<file path="src/cam_defines.svh">
`ifndef CAM_DEFINES_SVH
`define CAM_DEFINES_SVH

// ==============================
// camera frame buffer geometry
// ==============================
`define CAM_WIDTH   320                        // pixels per camera line
`define CAM_HEIGHT  240                        // camera lines per frame
`define CAM_PIXELS  (`CAM_WIDTH * `CAM_HEIGHT) // 76800 buffer words

// ==============================
// 640x480 raster, 25 MHz pixel clock
// ==============================
`define H_ACTIVE    640
`define H_FRONT     16
`define H_SYNC      96
`define H_BACK      48

`define V_ACTIVE    480
`define V_FRONT     10
`define V_SYNC      2
`define V_BACK      33

// reset values
`define DISPLAY_MODE_RESET  control_pkg::MODE_ORIG  // colour after reset
`define SYNC_IDLE           1'b1                    // syncs are active low

// luma weights, sum is 256 so >>8 gives 8-bit gray
`define LUMA_R      76
`define LUMA_G      150
`define LUMA_B      30

`endif

</file>
<file path="src/video_pkg.sv">
`default_nettype none

`include "cam_defines.svh"

package video_pkg;

    // word address into the 320x240 buffer, 17 bits
    typedef logic [$clog2(`CAM_PIXELS)-1:0] buf_addr_t;

    // camera pixel as stored in memory
    typedef struct packed {
        logic [4:0] r;
        logic [5:0] g;
        logic [4:0] b;
    } rgb565_t;

    // what goes to the DAC
    typedef struct packed {
        logic [7:0] r;
        logic [7:0] g;
        logic [7:0] b;
    } rgb888_t;

    // capture -> buffer write port
    typedef struct packed {
        logic      en;    // one-cycle strobe per pixel
        buf_addr_t addr;
        rgb565_t   data;
    } cam_write_s;

    // raster state, combinational from the counters
    typedef struct packed {
        logic      hsync;        // active low
        logic      vsync;        // active low
        logic      active;       // inside 640x480
        logic      frame_start;  // h=0, v=0
        buf_addr_t addr;         // upscaled read address
    } raster_s;

endpackage

`default_nettype wire

</file>
<file path="src/control_pkg.sv">
`default_nettype none

package control_pkg;

    // ==============================
    // display modes
    // ==============================
    typedef enum logic {
        MODE_ORIG = 1'b0,  // camera colours
        MODE_GRAY = 1'b1   // luma on all three channels
    } display_mode_e;

    // ==============================
    // IR remote key codes
    // ==============================
    // codes come already decoded from the receiver,
    // only two keys mean anything to the display path
    typedef enum logic [7:0] {
        KEY_A    = 8'h0F,  // grayscale
        KEY_ORIG = 8'h12   // 'OK' key, back to colour
    } ir_key_e;

endpackage

`default_nettype wire

</file>
<file path="src/pixel_pipeline.sv">
`default_nettype none

`include "cam_defines.svh"

module pixel_pipeline (
    input  logic                       clk_25_vga,
    input  logic                       rst,
    input  video_pkg::raster_s         raster,      // cycle 0
    input  video_pkg::rgb565_t         rd_data,     // cycle 1
    input  control_pkg::display_mode_e mode,
    input  logic                       frame_done,
    output video_pkg::rgb888_t         vga_rgb,     // cycle 2
    output logic                       vga_hsync,
    output logic                       vga_vsync,
    output logic                       vga_blank_n
);

    // raster controls lined up with rd_data
    logic                hsync_d;
    logic                vsync_d;
    logic                active_d;
    logic                disp_en;     // one full camera frame is in memory
    video_pkg::rgb888_t  color_px;
    video_pkg::rgb888_t  gray_px;
    video_pkg::rgb888_t  sel_px;
    logic [15:0]         luma_sum;
    logic [7:0]          luma;

    // ==============================
    // stage 0 -> 1, match buffer latency
    // ==============================
    always_ff @(posedge clk_25_vga) begin
        if (rst) begin
            hsync_d  <= `SYNC_IDLE;
            vsync_d  <= `SYNC_IDLE;
            active_d <= 1'b0;
        end else begin
            hsync_d  <= raster.hsync;
            vsync_d  <= raster.vsync;
            active_d <= raster.active;
        end
    end

    // display turns on at a frame boundary once the buffer is filled,
    // raw frame_start so pixel (0,0) already sees it
    always_ff @(posedge clk_25_vga) begin
        if (rst) begin
            disp_en <= 1'b0;
        end else if (raster.frame_start && frame_done) begin
            disp_en <= 1'b1;
        end
    end

    // ==============================
    // colour and gray
    // ==============================
    // low bits padded with ones, full white stays 8'hFF
    assign color_px = '{
        r: {rd_data.r, 3'b111},
        g: {rd_data.g, 2'b11},
        b: {rd_data.b, 3'b111}
    };

    // max 255*256, fits 16 bits
    assign luma_sum = 16'(`LUMA_R) * 16'(color_px.r)
                    + 16'(`LUMA_G) * 16'(color_px.g)
                    + 16'(`LUMA_B) * 16'(color_px.b);
    assign luma     = luma_sum[15:8];  // /256
    assign gray_px  = '{r: luma, g: luma, b: luma};

    always_comb begin
        case (mode)
            control_pkg::MODE_GRAY: sel_px = gray_px;
            default:                sel_px = color_px;  // MODE_ORIG
        endcase
    end

    // ==============================
    // stage 1 -> 2, output register
    // ==============================
    always_ff @(posedge clk_25_vga) begin
        if (rst) begin
            vga_rgb     <= '0;
            vga_hsync   <= `SYNC_IDLE;
            vga_vsync   <= `SYNC_IDLE;
            vga_blank_n <= 1'b0;
        end else begin
            vga_hsync   <= hsync_d;
            vga_vsync   <= vsync_d;
            vga_blank_n <= active_d;
            vga_rgb     <= (active_d && disp_en) ? sel_px : '0;  // black in blanking
        end
    end

endmodule

`default_nettype wire

</file>
<file path="config.mk">
export PLATFORM = sky130hd
export DESIGN_NAME = pixel_pipeline
export DESIGN_NICKNAME = d
export VERILOG_FILES = /design/src/video_pkg.sv /design/src/control_pkg.sv /design/src/pixel_pipeline.sv
export VERILOG_INCLUDE_DIRS = /design/src
export SDC_FILE = /design/constraint.sdc
export NUM_CORES = 1
export LEC_CHECK = 0
export ABC_AREA = 1
export BUFFER_PORTS_ARGS = -buffer_cell sky130_fd_sc_hd__buf_2
export CORE_ASPECT_RATIO = 1.4
export CORE_MARGIN = 8
export CORE_UTILIZATION = 40
export DETAILED_ROUTE_END_ITERATION = 8
export GPL_ROUTABILITY_DRIVEN = 0
export GPL_TIMING_DRIVEN = 0
export SLEW_MARGIN = 20
export SYNTH_ARGS = -nofsm -noshare
export SYNTH_HDL_FRONTEND = slang
export SYNTH_SLANG_ARGS = --single-unit
</file>
<file path="constraint.sdc">
create_clock -name clk_25_vga -period 6.9 [get_ports clk_25_vga]
set_clock_uncertainty 0.2 [all_clocks]
set_input_delay 0.345 -clock clk_25_vga [delete_from_list [all_inputs] [get_ports clk_25_vga]]
set_output_delay 0.345 -clock clk_25_vga [all_outputs]
set_load 0.02 [all_outputs]
</file>
---- Word-level counts from Yosys, hierarchy flattened ----
Cells that the tools add are included.
storage, ports and cells
  word-level logic and storage cells ...... 20
  input port bits ......................... 41
  bits in registers ....................... 31
operators by class
  $mul .................................... 3
  $add $sub $neg .......................... 2
  muxes and demuxes ....................... 1
  reductions and logical operators ........ 3
  bitwise operators ....................... 1
operators with widths
  kind                  count
  $mux 24               1
  $add 15x16->16        1
  $add 16x13->16        1
  $mul 7x8->15 const A  1
  $mul 5x8->13 const A  1
  $mul 4x8->12 const A  1
  $logic_and 1x1->1     2
  $reduce_or 2->1       1
  $not 1->1             1

---- Logic depth before layout (Yosys ltp) ----
Gate-level depths: netlist of the first run.
  depth in word-level cells ............... 4
  gate-level depth with buffers ........... 26
  mapped depth without buffers ............ 26

---- Least setup slack after synthesis of the first run ----
Ideal clock, no wire load.
  kind .................................... input -> register
  start point ............................. in rd_data[7] in the netlist's numbering
  end point ............................... reg vga_rgb[12] in the netlist's numbering
  arrival ................................. 4132 ps
  path slack .............................. 2438 ps
  library setup time ...................... 131 ps
  buffers on the path ..................... 0
  stages .................................. 19
  data required time ...................... 6569 ps
  cells stage by stage .................... ha_1 > fa_1 > fa_1 > inv_1 > ha_1 > nand2_1 > nand2_1 > nand2_1 > nand2_1 > a21oi_1 > xor2_1 > fa_1 > inv_1 > ha_1 > a21oi_1 > o21a_1 > nand3_1 > o21ai_0 > a21oi_1
between the ends
  longest elaborated chain between the ends .. 4
ends and longest elaborated chain
  item                    RTL line              text
  start: declaration      pixel_pipeline.sv:9   input video_pkg::rgb565_t rd_data,
  $mul 7x8->15            pixel_pipeline.sv:66  + 16'(`LUMA_G) * 16'(color_px.g)
  $add 15x16->16          pixel_pipeline.sv:65  assign luma_sum = 16'(`LUMA_R) * 16'(color_px.r)
  $add 16x13->16          pixel_pipeline.sv:65
  $mux 24 (*)             pixel_pipeline.sv:72  case (mode)
  end signal: assignment  pixel_pipeline.sv:91  vga_rgb <= (active_d && disp_en) ? sel_px : '0;
  end: declaration        pixel_pipeline.sv:12  output video_pkg::rgb888_t vga_rgb,
Every way passes the cells marked *; elsewhere a longest branch is shown, timed or not.
A chain may end at the register's enable or synchronous reset.

---- Final worst setup path of the first run ----
  start point ............................. in rd_data[7] in the netlist's numbering
  end point ............................... reg vga_rgb[4] in the netlist's numbering
between the ends
  longest elaborated chain between the ends .. 4
ends and longest elaborated chain
  item            RTL line
  $mul 7x8->15    pixel_pipeline.sv:66
  $add 15x16->16  pixel_pipeline.sv:65
  $add 16x13->16  pixel_pipeline.sv:65
  $mux 24         pixel_pipeline.sv:72
No other way between the ends.

==> flow_metrics.py, run 1 <==
metrics = {
    "run_status": {
        "status": "completed",
    },
    "finish": {
        "nNetsFinal": 672,
        "drive_above_1_share_pct": 13.6,
        "multi_input_area_um2": 2680,
        "fillers": 940,
        "num_antenna_cells": 0,
        "regArea_um2": 520,
        "area_delta_synth_final_pct": 13.5,
    },
    "floorplanning": {
        "fp.dieH_um": 129,
        "rows": 41,
        "ioPinCount": 68,
        "initial_utilization_pct": 40.6,
        "die_w_um": 96.5,
        "design.die.area_um2": 12400,
        "core_um2": 8930,
    },
    "timing": {
        "fmax_mhz": 204,
        "slew_viol_final": 0,
        "finalSetupViolations": 0,
        "tns_ns": 0,
        "tightest_slew_ns": 0.525,
        "relSlewSlack_pct": 64.7,
        "hold_violations": 0,
        "min_period_ns": 4.91,
        "rsz0062_at_grt": "false",
        "finalCritPeriodShare_pct": 71.2,
        "timing.final.ws_setup_ns": 1.99,
    },
    "clock_tree": {
        "cts_buffer_depth": 2,
        "path_clk_slew_ns": 0.06,
        "hold_buffers": 0,
        "post_cts_buffers": 0,
        "root_buffer": "clkbuf_16",
        "htreeDepth": 1,
        "numClockSinks": 26,
        "clkLatencyLatePin_ns": 0.26,
        "cts_buffers": 3,
        "cts_tree": "yes",
        "cts.repair.resized": 0,
    },
    "worst_setup_path": {
        "crit_fanout": 5,
        "cp_top_family": "adder cells",
        "crit_required_ns": 6.82,
        "critPathMaxStageDelay_ns": 0.52,
        "path_cells": "buf_2 -> ha_1 -> fa_1 -> fa_1 -> inv_1 -> ha_1 -> nand2_1 -> nand2_1 -> nand2_1 -> nand2_1 -> a21oi_1 -> xor2_1 -> fa_1 -> inv_1 -> ha_1 -> a21oi_1 -> o21a_1 -> nand3_1 -> o21ai_0 -> a21oi_1",
        "crit_top_cell": "nand2_1",
        "worst-r2r-cell-count": 5,
        "crit_arrival_ns": 4.83,
        "cp.depth": 20,
        "cpMaxStageDelayCell": "fa_1",
        "path_class": "in -> reg",
        "crit_path_start_kind": "primary input",
        "crit_buf_inv": 3,
        "critPathCaptureType": "flip-flop",
    },
    "route": {
        "vias": 3156,
        "drt_wl_total_um": 8450,
        "drcViolationCount": 0,
        "wl_per_cell_um": 13.1,
        "via_per_inst": 4.90,
        "firstDrtPassIters": 4,
        "drtAntennaViolNets": 0,
        "drt_iter0_drc": 139,
    },
    "yosys": {
        "syn_avg_cell_area_um2": 7.50,
        "synth_most_common_cell": "inv_1",
        "synth_top_area_cell": "ha_1",
        "synth_nets": 617,
        "yosys-top-cells-area": "ha_1 (24%), dfxtp_1 (14%), fa_1 (13%)",
        "synth_commonest_cells": "inv_1 (96), nand2_1 (82), ha_1 (70)",
        "netlist_area_um2": 3620,
        "ys_warn_count": 0,
        "postSynthCellCount": 483,
        "ys_seq_elements": 26,
        "netlist.area_leader.share_pct": 24.2,
        "synth-seq-area-share_pct": 14.4,
        "synth_edf_count": 0,
        "synthFlopType": "dfxtp_1",
        "synth.distinct_cells": 33,
        "async_flop_share_pct": 0,
    },
    "worst_hold_path": {
        "whs_path_depth": 2,
        "hold_class": "in -> reg",
    },
    "pwr": {
        "p_sw_mw": 1.02,
        "ir_worst_vdd_mv": 0.308,
        "p_seq_share_pct": 8.5,
        "p_comb_share_pct": 82.7,
        "total_leakage_power_nw": 2.30,
        "sw_frac_of_total_pct": 54.5,
        "p_per_area_nw_per_um2": 456,
        "p_int_mw": 0.852,
        "clkPwrFrac_pct": 8.8,
    },
    "global_routing": {
        "grt_max_degree": 16,
        "grt_pass1_vias": 3141,
        "grt_use_total_pct": 14.1,
        "grt_first_pass_wirelength_um": 14100,
        "grt_overflow_total": 0,
        "antenna_found_initial": 0,
    },
    "placed_design": {
        "portBuffers": 50,
        "post-place-ws_ns": 1.69,
        "dp_hpwl_um": 7420,
    },
    "run": {
        "max_cap_violations": 0,
    },
}
[layout make-up]
| class | count | share of cell area [%] |
|---|---|---|
| plain buffers | 8 | 1.61 |
| well taps | 107 | 3.25 |
| repair buffers | 50 | 6.08 |
| clock buffers | 3 | 1.82 |
| inverters | 96 | 8.76 |
| multi-input cells | 353 | 65.1 |
| clock inverters | 1 | 0.730 |
| flip-flops and latches | 26 | 12.7 |
[power by group through the flow]
stage	registers, mW	clock network (mW)	logic [mW]
after CTS	0.160	0.167	1.54
after global routing	0.161	0.173	1.76
final	0.160	0.165	1.55
after floorplan	0.172	0	1.20
after detailed placement	0.164	0	1.53
after global placement	0.163	0	1.52
[kinds of logic after synthesis]
kind of cell | count (synthesis) | synth area share [%]
compound gates | 84 | 13.3
xor+xnor | 25 | 6.04
fa+ha+maj | 93 | 36.9
buf+inv | 104 | 11.8
flops | 26 | 14.4
simple gates | 151 | 17.7
[path summary, 6_finish.rpt]
kind	slack (ns)	startpoint	to
max reg2reg	5.47	active_d	vga_rgb[4]
min	0.07	raster[19]	vsync_d
min reg2reg	0.21	hsync_d	vga_hsync
max	1.99	rd_data[7]	vga_rgb[4]
[registers in the layout, indices dropped and copies added (netlist names)]
name,flops
vga_blank_n,1
vga_vsync,1
disp_en,1
active_d,1
vga_hsync,1
vga_rgb,19
vsync_d,1
hsync_d,1
[routing by layer]
layer | GRT usage (%) | wire, um
met2 | 26.4 | 4410
met3 | 1.17 | 413
met1 | 15.9 | 3460
met5 | 0 | 0
met4 | 4.74 | 163
[per-stage QoR]
stage | total power, mW | cell area [um^2] | instances | utilization [%] | hold WS [ns]
6_report | 1.87 | 4110 | 644 | 46.1 | 0.0695
5_1_grt | 2.10 | 4110 | 644 | 46.1 | 0.0798
4_1_cts | 1.87 | 4110 | 644 | 46.1 | 0.0682
3_5_place_dp | 1.70 | 4010 | 640 | 44.9 | 0.203
3_3_place_gp | 1.69 | 4010 | 640 | 44.9 | 0.193
2_1_floorplan | 1.37 | 3620 | 483 | - | 0.189
[placed cells by master, fill, tap and decap left out, drive strengths merged]
cell / netlist / layout
nand4: 6 / 6
clkbuf: 0 / 3
o21ai: 21 / 21
o21a: 1 / 1
nor2: 30 / 30
ha: 70 / 70
a21o: 3 / 3
nand2: 82 / 82
xnor2: 13 / 13
inv: 96 / 96
o21bai: 3 / 3
xor2: 12 / 12
o211ai: 2 / 2
o2111ai: 2 / 2
nand3: 23 / 23
dfxtp: 26 / 26
or2: 5 / 5
nor3: 4 / 4
and2: 1 / 1
a21oi: 48 / 48
dlymetal6s2s: 1 / 1
bufinv: 0 / 1
buf: 7 / 57
fa: 23 / 23
a31oi: 3 / 3
a21boi: 1 / 1
No activity file was read; power rests on OpenSTA's default activity.
==> run 2: changes to the inputs <==
--- a/config.mk
+++ b/config.mk
@@ -6,7 +6,7 @@
 export SDC_FILE = /design/constraint.sdc
 export NUM_CORES = 1
 export LEC_CHECK = 0
-export ABC_AREA = 1
+export ABC_AREA = 0
 export BUFFER_PORTS_ARGS = -buffer_cell sky130_fd_sc_hd__buf_2
 export CORE_ASPECT_RATIO = 1.4
 export CORE_MARGIN = 8
==> constraint.sdc (replaced) <==
create_clock -name clk_25_vga -period 4.9 [get_ports clk_25_vga]
set_clock_uncertainty 0.2 [all_clocks]
set_input_delay 0.245 -clock clk_25_vga [delete_from_list [all_inputs] [get_ports clk_25_vga]]
set_output_delay 0.245 -clock clk_25_vga [all_outputs]
set_load 0.02 [all_outputs]
==> run 2 against run 1 <==
- register-to-register slack got worse by 2.5 ns
- non-clock buffer count increased by 5
- critical path depth decreased by 1
- die area decreased by 8.5%
- cell area decreased by 4.8%
- global-route usage decreased by 1.1 points
- hold slack got worse by 0.052 ns
- final cell count decreased by 17%
- count of clock-buffer cells in the layout unchanged
- combinational power increased by 22%
- worst setup slack got worse by 1.8 ns
- sequential share of layout area increased by 0.64 points
- highest routed layer unchanged
==> flow_metrics.py, run 2 <==
metrics = {
    "worst_setup_path": {
        "path_cells": "buf_2 -> ha_1 -> ha_1 -> fa_1 -> ha_1 -> ha_1 -> o21ai_1 -> nand2b_1 -> a21boi_4 -> xnor2_1 -> fa_1 -> inv_1 -> ha_1 -> nand3_1 -> o21a_1 -> o21a_1 -> a211oi_2 -> xnor2_2 -> o21ai_1",
        "regToRegStartpoint": "active_d",
        "critPathMaxStageDelay_ns": 0.52,
        "cpMaxStageDelayCell": "fa_1",
        "crit_required_ns": 4.85,
        "crit_arrival_ns": 4.61,
        "critPathCaptureType": "flip-flop",
        "r2r-end": "vga_rgb[11]",
        "path_class": "in -> reg",
        "crit_path_start_kind": "primary input",
        "crit_fanout": 5,
        "worst-r2r-cell-count": 6,
        "r2r_slack_ns": 2.95,
        "crit_top_cell": "ha_1",
    },
    "finish": {
        "area_delta_synth_final_pct": 19.9,
        "regArea_um2": 520,
        "regMostFlops": "vga_rgb",
        "drive_above_1_share_pct": 20.2,
        "final_cell_mix": "ha_1 (67), inv_1 (62), buf_2 (50)",
        "multi_input_area_um2": 2570,
        "final_area_um2": 3920,
        "largest_reg_flops": 19,
        "num_antenna_cells": 0,
        "nNetsFinal": 566,
        "layout_commonest_cell": "ha_1",
        "fillers": 796,
    },
    "route": {
        "drt_iter0_drc": 64,
        "wl_per_cell_um": 13.5,
        "drt_wl_total_um": 7210,
        "drtAntennaViolNets": 0,
        "drcViolationCount": 0,
        "firstDrtPassIters": 4,
        "vias": 2595,
        "via_per_inst": 4.87,
    },
    "timing": {
        "fmax_mhz": 215,
        "hold_violations": 0,
        "finalCritPeriodShare_pct": 95.1,
        "tightest_slew_ns": 0.554,
        "min_period_ns": 4.66,
        "slew_viol_final": 0,
        "finalSetupViolations": 0,
        "tns_ns": 0,
        "timing.final.ws_setup_ns": 0.239,
        "whs_ns": 0.0178,
        "relSlewSlack_pct": 63.1,
    },
    "global_routing": {
        "grt_pass1_vias": 2722,
        "antenna_found_initial": 0,
        "grt_overflow_total": 0,
        "grt_first_pass_wirelength_um": 11900,
        "grt_max_degree": 16,
        "grt_use_total_pct": 13.0,
    },
    "yosys": {
        "synth.distinct_cells": 40,
        "netlist_area_um2": 3270,
        "netlist.area_leader.share_pct": 26.8,
        "async_flop_share_pct": 0,
        "synth_top_area_cell": "ha_1",
        "syn_avg_cell_area_um2": 8.80,
        "yosys-top-cells-area": "ha_1 (27%), dfxtp_1 (16%), fa_1 (14%)",
        "synth_edf_count": 0,
        "synth_nets": 505,
        "ys_seq_elements": 26,
        "ys_warn_count": 0,
        "synthFlopType": "dfxtp_1",
        "synth_commonest_cells": "ha_1 (70), inv_1 (64), nand2_1 (31)",
        "synth_most_common_cell": "ha_1",
        "synth-seq-area-share_pct": 15.9,
        "postSynthCellCount": 371,
    },
    "clock_tree": {
        "cts_buffers": 3,
        "path_clk_slew_ns": 0.06,
        "htreeDepth": 1,
        "clkLatencyLatePin_ns": 0.26,
        "numClockSinks": 26,
        "root_buffer": "clkbuf_16",
        "cts_buffer_depth": 2,
        "cts_tree": "yes",
    },
    "floorplanning": {
        "core_um2": 8050,
        "design.die.area_um2": 11400,
        "fp.dieH_um": 123,
        "die_w_um": 92.4,
        "ioPinCount": 68,
        "initial_utilization_pct": 40.6,
        "rows": 39,
    },
    "pwr": {
        "total_leakage_power_nw": 2.10,
        "power.total_mw": 2.36,
        "p_per_area_nw_per_um2": 602,
        "ir_worst_vdd_mv": 0.440,
    },
    "worst_hold_path": {
        "hold_class": "in -> reg",
        "whs_path_depth": 2,
        "min_from": "rst",
        "whs_endpoint": "active_d",
    },
    "placed_design": {
        "dp_hpwl_um": 6350,
        "place_area_um2": 3640,
        "portBuffers": 50,
        "post-place-ws_ns": -0.371,
    },
    "run": {
        "max_cap_violations": 0,
    },
    "run_status": {
        "status": "completed",
    },
}
[run 2: cell count changes after synthesis, moves of 7 or more]
cell / delta
a21o_1: +7
a21oi_1: -21
inv_1: -32
nand2_1: -51
nand3_1: -18
nor2_1: -15
o21ai_0: -7
[run 2: cell families after synthesis]
| group | after synthesis | share of synthesized area [%] |
|---|---|---|
| xor+xnor | 27 | 7.24 |
| flops | 26 | 15.9 |
| mux | 2 | 0.613 |
| fa+ha+maj | 93 | 40.9 |
| simple gates | 74 | 10.9 |
| buf+inv | 71 | 8.74 |
| compound gates | 78 | 15.7 |
[run 2: repair_timing]
item	4_1_cts	5_1_grt
resized for setup	4	16
pin swaps	1	6
hold endpoints to repair	3	0
hold buffers	3	0
buffers inserted	1	2
setup endpoints to repair	3	9
[run 2: metrics by stage]
step | instances | util, %
detailed placement | 523 | 45.3
finish | 533 | 48.6
global placement | 523 | 45.3
CTS | 531 | 47.3
global route | 533 | 48.6
floorplan | 371 | -
[run 2: final cells by class]
cell class / instances / area share [%]
multi-input combinational: 274 / 65.7
sequential: 26 / 13.3
timing repair buffer: 56 / 7.73
inverter: 64 / 6.23
tap: 102 / 3.26
clock buffer: 3 / 1.92
buffer: 7 / 1.15
clock inverter: 1 / 0.767
[run 2: how the worst max path moves through the flow]
stage             endpoint  startpoint  slack [ns]  cells past startpoint
4_1_cts        vga_rgb[15]  rd_data[7]        0.02                     20
2_1_floorplan  vga_rgb[15]  rd_data[7]        0.17                     19
6_report       vga_rgb[15]  rd_data[8]        0.24                     19
3_5_place_dp   vga_rgb[15]  rd_data[2]       -0.37                     22
3_3_place_gp   vga_rgb[15]  rd_data[2]       -0.36                     22
5_1_grt        vga_rgb[23]  rd_data[8]       -0.06                     20
[run 2: routing by layer]
metal | part of all wire, % | track usage, % | up-vias
met1 | 38 | 12.6 | 1206
met2 | 56 | 26.9 | 34
met5 | 0 | 0 | -
met4 | 2.6 | 5.16 | 0
met3 | 2.5 | 1.46 | 11
li1 | - | - | 1344
[run 2: worst max-delay path, delay by kind of cell]
kind,cells,cell delay [ns]
simple gates,2,0.21
xor+xnor,2,0.31
fa+ha+maj,7,2.57
compound gates,6,1.07
buf+inv,2,0.20
[run 2: where the power goes]
group | switching (mW) | leakage, nW | total (mW) | internal (mW)
clock | 0.0755 | 0.0511 | 0.238 | 0.163
sequential | 0.00373 | 0.211 | 0.228 | 0.224
combinational | 1.02 | 1.84 | 1.89 | 0.874
total | 1.10 | 2.10 | 2.36 | 1.26
==> run 3: changes to the inputs <==
--- a/config.mk
+++ b/config.mk
@@ -14,6 +14,7 @@
 export DETAILED_ROUTE_END_ITERATION = 8
 export GPL_ROUTABILITY_DRIVEN = 0
 export GPL_TIMING_DRIVEN = 0
+export REMOVE_ABC_BUFFERS = 1
 export SLEW_MARGIN = 20
 export SYNTH_ARGS = -nofsm -noshare
 export SYNTH_HDL_FRONTEND = slang
==> run 3 against run 2 <==
- register-to-register slack improved by 0.17 ns
- global-route usage up 0.33 points
- sequential power about the same
- critical endpoint unchanged
- via count about the same
- non-clock buffer count is 6 lower
- count of clock-buffer cells in the layout unchanged
- critical path depth grew 2
- maximum frequency down 0.11%
- die area did not move
- wire length up 3.1%
- highest routed layer unchanged
- largest power group unchanged
==> flow_metrics.py, run 3 (same netlist as run 2, synthesis figures left out) <==
metrics = {
    "worst_setup_path": {
        "r2r_slack_ns": 3.12,
        "crit_fanout": 5,
        "critPathLaunch": "rd_data[8]",
        "r2r-end": "vga_rgb[11]",
        "worst-r2r-cell-count": 5,
        "path_class": "in -> reg",
        "crit_arrival_ns": 4.62,
        "crit_top_cell": "fa_1",
        "crit_path_start_kind": "primary input",
        "critPathMaxStageDelay_ns": 0.52,
        "path_cells": "buf_2 -> ha_1 -> inv_2 -> fa_1 -> fa_1 -> inv_1 -> ha_1 -> o21ai_1 -> nand2b_1 -> a21boi_4 -> nor4b_2 -> a311oi_2 -> fa_1 -> inv_1 -> ha_4 -> a21oi_2 -> and4bb_2 -> o21a_1 -> a211oi_2 -> xnor2_2 -> o21ai_1",
        "critPathCaptureType": "flip-flop",
        "cp_top_family": "adder cells",
        "regToRegStartpoint": "active_d",
        "cp.depth": 21,
        "crit_required_ns": 4.85,
        "crit_buf_inv": 4,
        "cpMaxStageDelayCell": "fa_1",
        "critical_path.endpoint": "vga_rgb[15]",
    },
    "floorplanning": {
        "initial_utilization_pct": 40.6,
        "core_um2": 8050,
        "die_w_um": 92.4,
        "design.die.area_um2": 11400,
        "ioPinCount": 68,
        "rows": 39,
        "fp.dieH_um": 123,
    },
    "finish": {
        "final_cell_mix": "ha_1 (67), inv_1 (61), buf_2 (50)",
        "final_area_um2": 3880,
        "nNetsFinal": 560,
        "drive_above_1_share_pct": 20.5,
        "final_util_pct": 48.1,
        "largest_reg_flops": 19,
        "regMostFlops": "vga_rgb",
        "num_antenna_cells": 0,
        "area_delta_synth_final_pct": 18.7,
        "layout_commonest_cell": "ha_1",
    },
    "timing": {
        "timing.final.ws_setup_ns": 0.234,
        "fmax_mhz": 214,
        "min_period_ns": 4.67,
        "slew_viol_final": 0,
        "whs_ns": 0.00542,
        "finalCritPeriodShare_pct": 95.2,
        "hold_violations": 0,
        "tightest_slew_ns": 0.742,
        "finalSetupViolations": 0,
        "relSlewSlack_pct": 50.5,
        "tns_ns": 0,
    },
    "route": {
        "wl_per_cell_um": 14.1,
        "drtAntennaViolNets": 0,
        "drcViolationCount": 0,
        "drt_wl_total_um": 7440,
        "via_per_inst": 4.93,
        "drt_iter0_drc": 70,
        "vias": 2597,
        "firstDrtPassIters": 4,
    },
    "placed_design": {
        "portBuffers": 50,
        "dp_hpwl_um": 6370,
        "place_area_um2": 3600,
        "post-place-ws_ns": -0.395,
    },
    "global_routing": {
        "grt_first_pass_wirelength_um": 12300,
        "grt_overflow_total": 0,
        "grt_pass1_vias": 2814,
        "antenna_found_initial": 0,
        "grt_max_degree": 16,
        "grt_use_total_pct": 13.4,
    },
    "run_status": {
        "status": "completed",
    },
    "pwr": {
        "ir_worst_vdd_mv": 0.393,
        "total_leakage_power_nw": 2.07,
        "p_per_area_nw_per_um2": 612,
    },
    "run": {
        "max_cap_violations": 0,
    },
    "clock_tree": {
        "clkLatencyLatePin_ns": 0.26,
        "cts_buffers": 3,
        "numClockSinks": 26,
        "cts_buffer_depth": 2,
        "root_buffer": "clkbuf_16",
        "htreeDepth": 1,
        "path_clk_slew_ns": 0.07,
        "cts_tree": "yes",
    },
    "worst_hold_path": {
        "hold_class": "in -> reg",
    },
}
-- run 3: cell count changes in the layout (fill, tap and decap cells not counted), sizes merged --
cell / delta
clkinvlp: +1
inv: -1
dlygate4sd3: -1
buf: -3
clkbuf: -2
-- run 3: worst min-delay path by stage --
| stage | start | endpoint | slack [ns] | cells past startpoint |
|---|---|---|---|---|
| 5_1_grt | raster[18] | active_d | 0.01 | 2 |
| 3_3_place_gp | hsync_d | vga_hsync | 0.19 | 1 |
| 3_5_place_dp | hsync_d | vga_hsync | 0.19 | 1 |
| 2_1_floorplan | rst | active_d | 0.12 | 1 |
| 6_report | raster[18] | active_d | 0.005 | 2 |
| 4_1_cts | raster[18] | active_d | 0.001 | 2 |
-- run 3: stage by stage --
step,total power [mW],instances
global route,2.65,527
global placement,1.92,516
detailed placement,1.96,516
CTS,2.24,524
finish,2.37,527
floorplan,1.63,364
-- run 3: routing by layer --
| metal | global-route usage (%) | vias to the layer above | routed length [um] |
|---|---|---|---|
| met5 | 0 | - | 0 |
| met4 | 3.74 | 0 | 108 |
| met3 | 1.28 | 6 | 241 |
| met2 | 27.4 | 38 | 4130 |
| met1 | 13.7 | 1226 | 2960 |
| li1 | - | 1327 | - |
-- run 3: cell type report --
type	instances	area, um^2
Inverter	64	248
Fill cell	797	4180
Clock buffer	3	75.1
Clock inverter	1	30.0
Multi-Input combinational cell	274	2570
Sequential cell	26	520
Timing Repair Buffer	57	308
Tap cell	102	128
-- run 3: what timing repair did --
item / in CTS / in global routing
pin swaps: 2 / 8
hold endpoints to repair: 2 / 0
hold buffers: 2 / 0
resized for setup: 4 / 16
endpoints found under the setup margin: 6 / 9
setup buffers: 2 / 3
-- run 3: report_power, final --
part | switching [mW] | internal [mW] | leakage (nW)
Sequential | 0.00390 | 0.224 | 0.211
Combinational | 1.04 | 0.864 | 1.80
Clock | 0.0776 | 0.163 | 0.0511
Total | 1.12 | 1.25 | 2.07
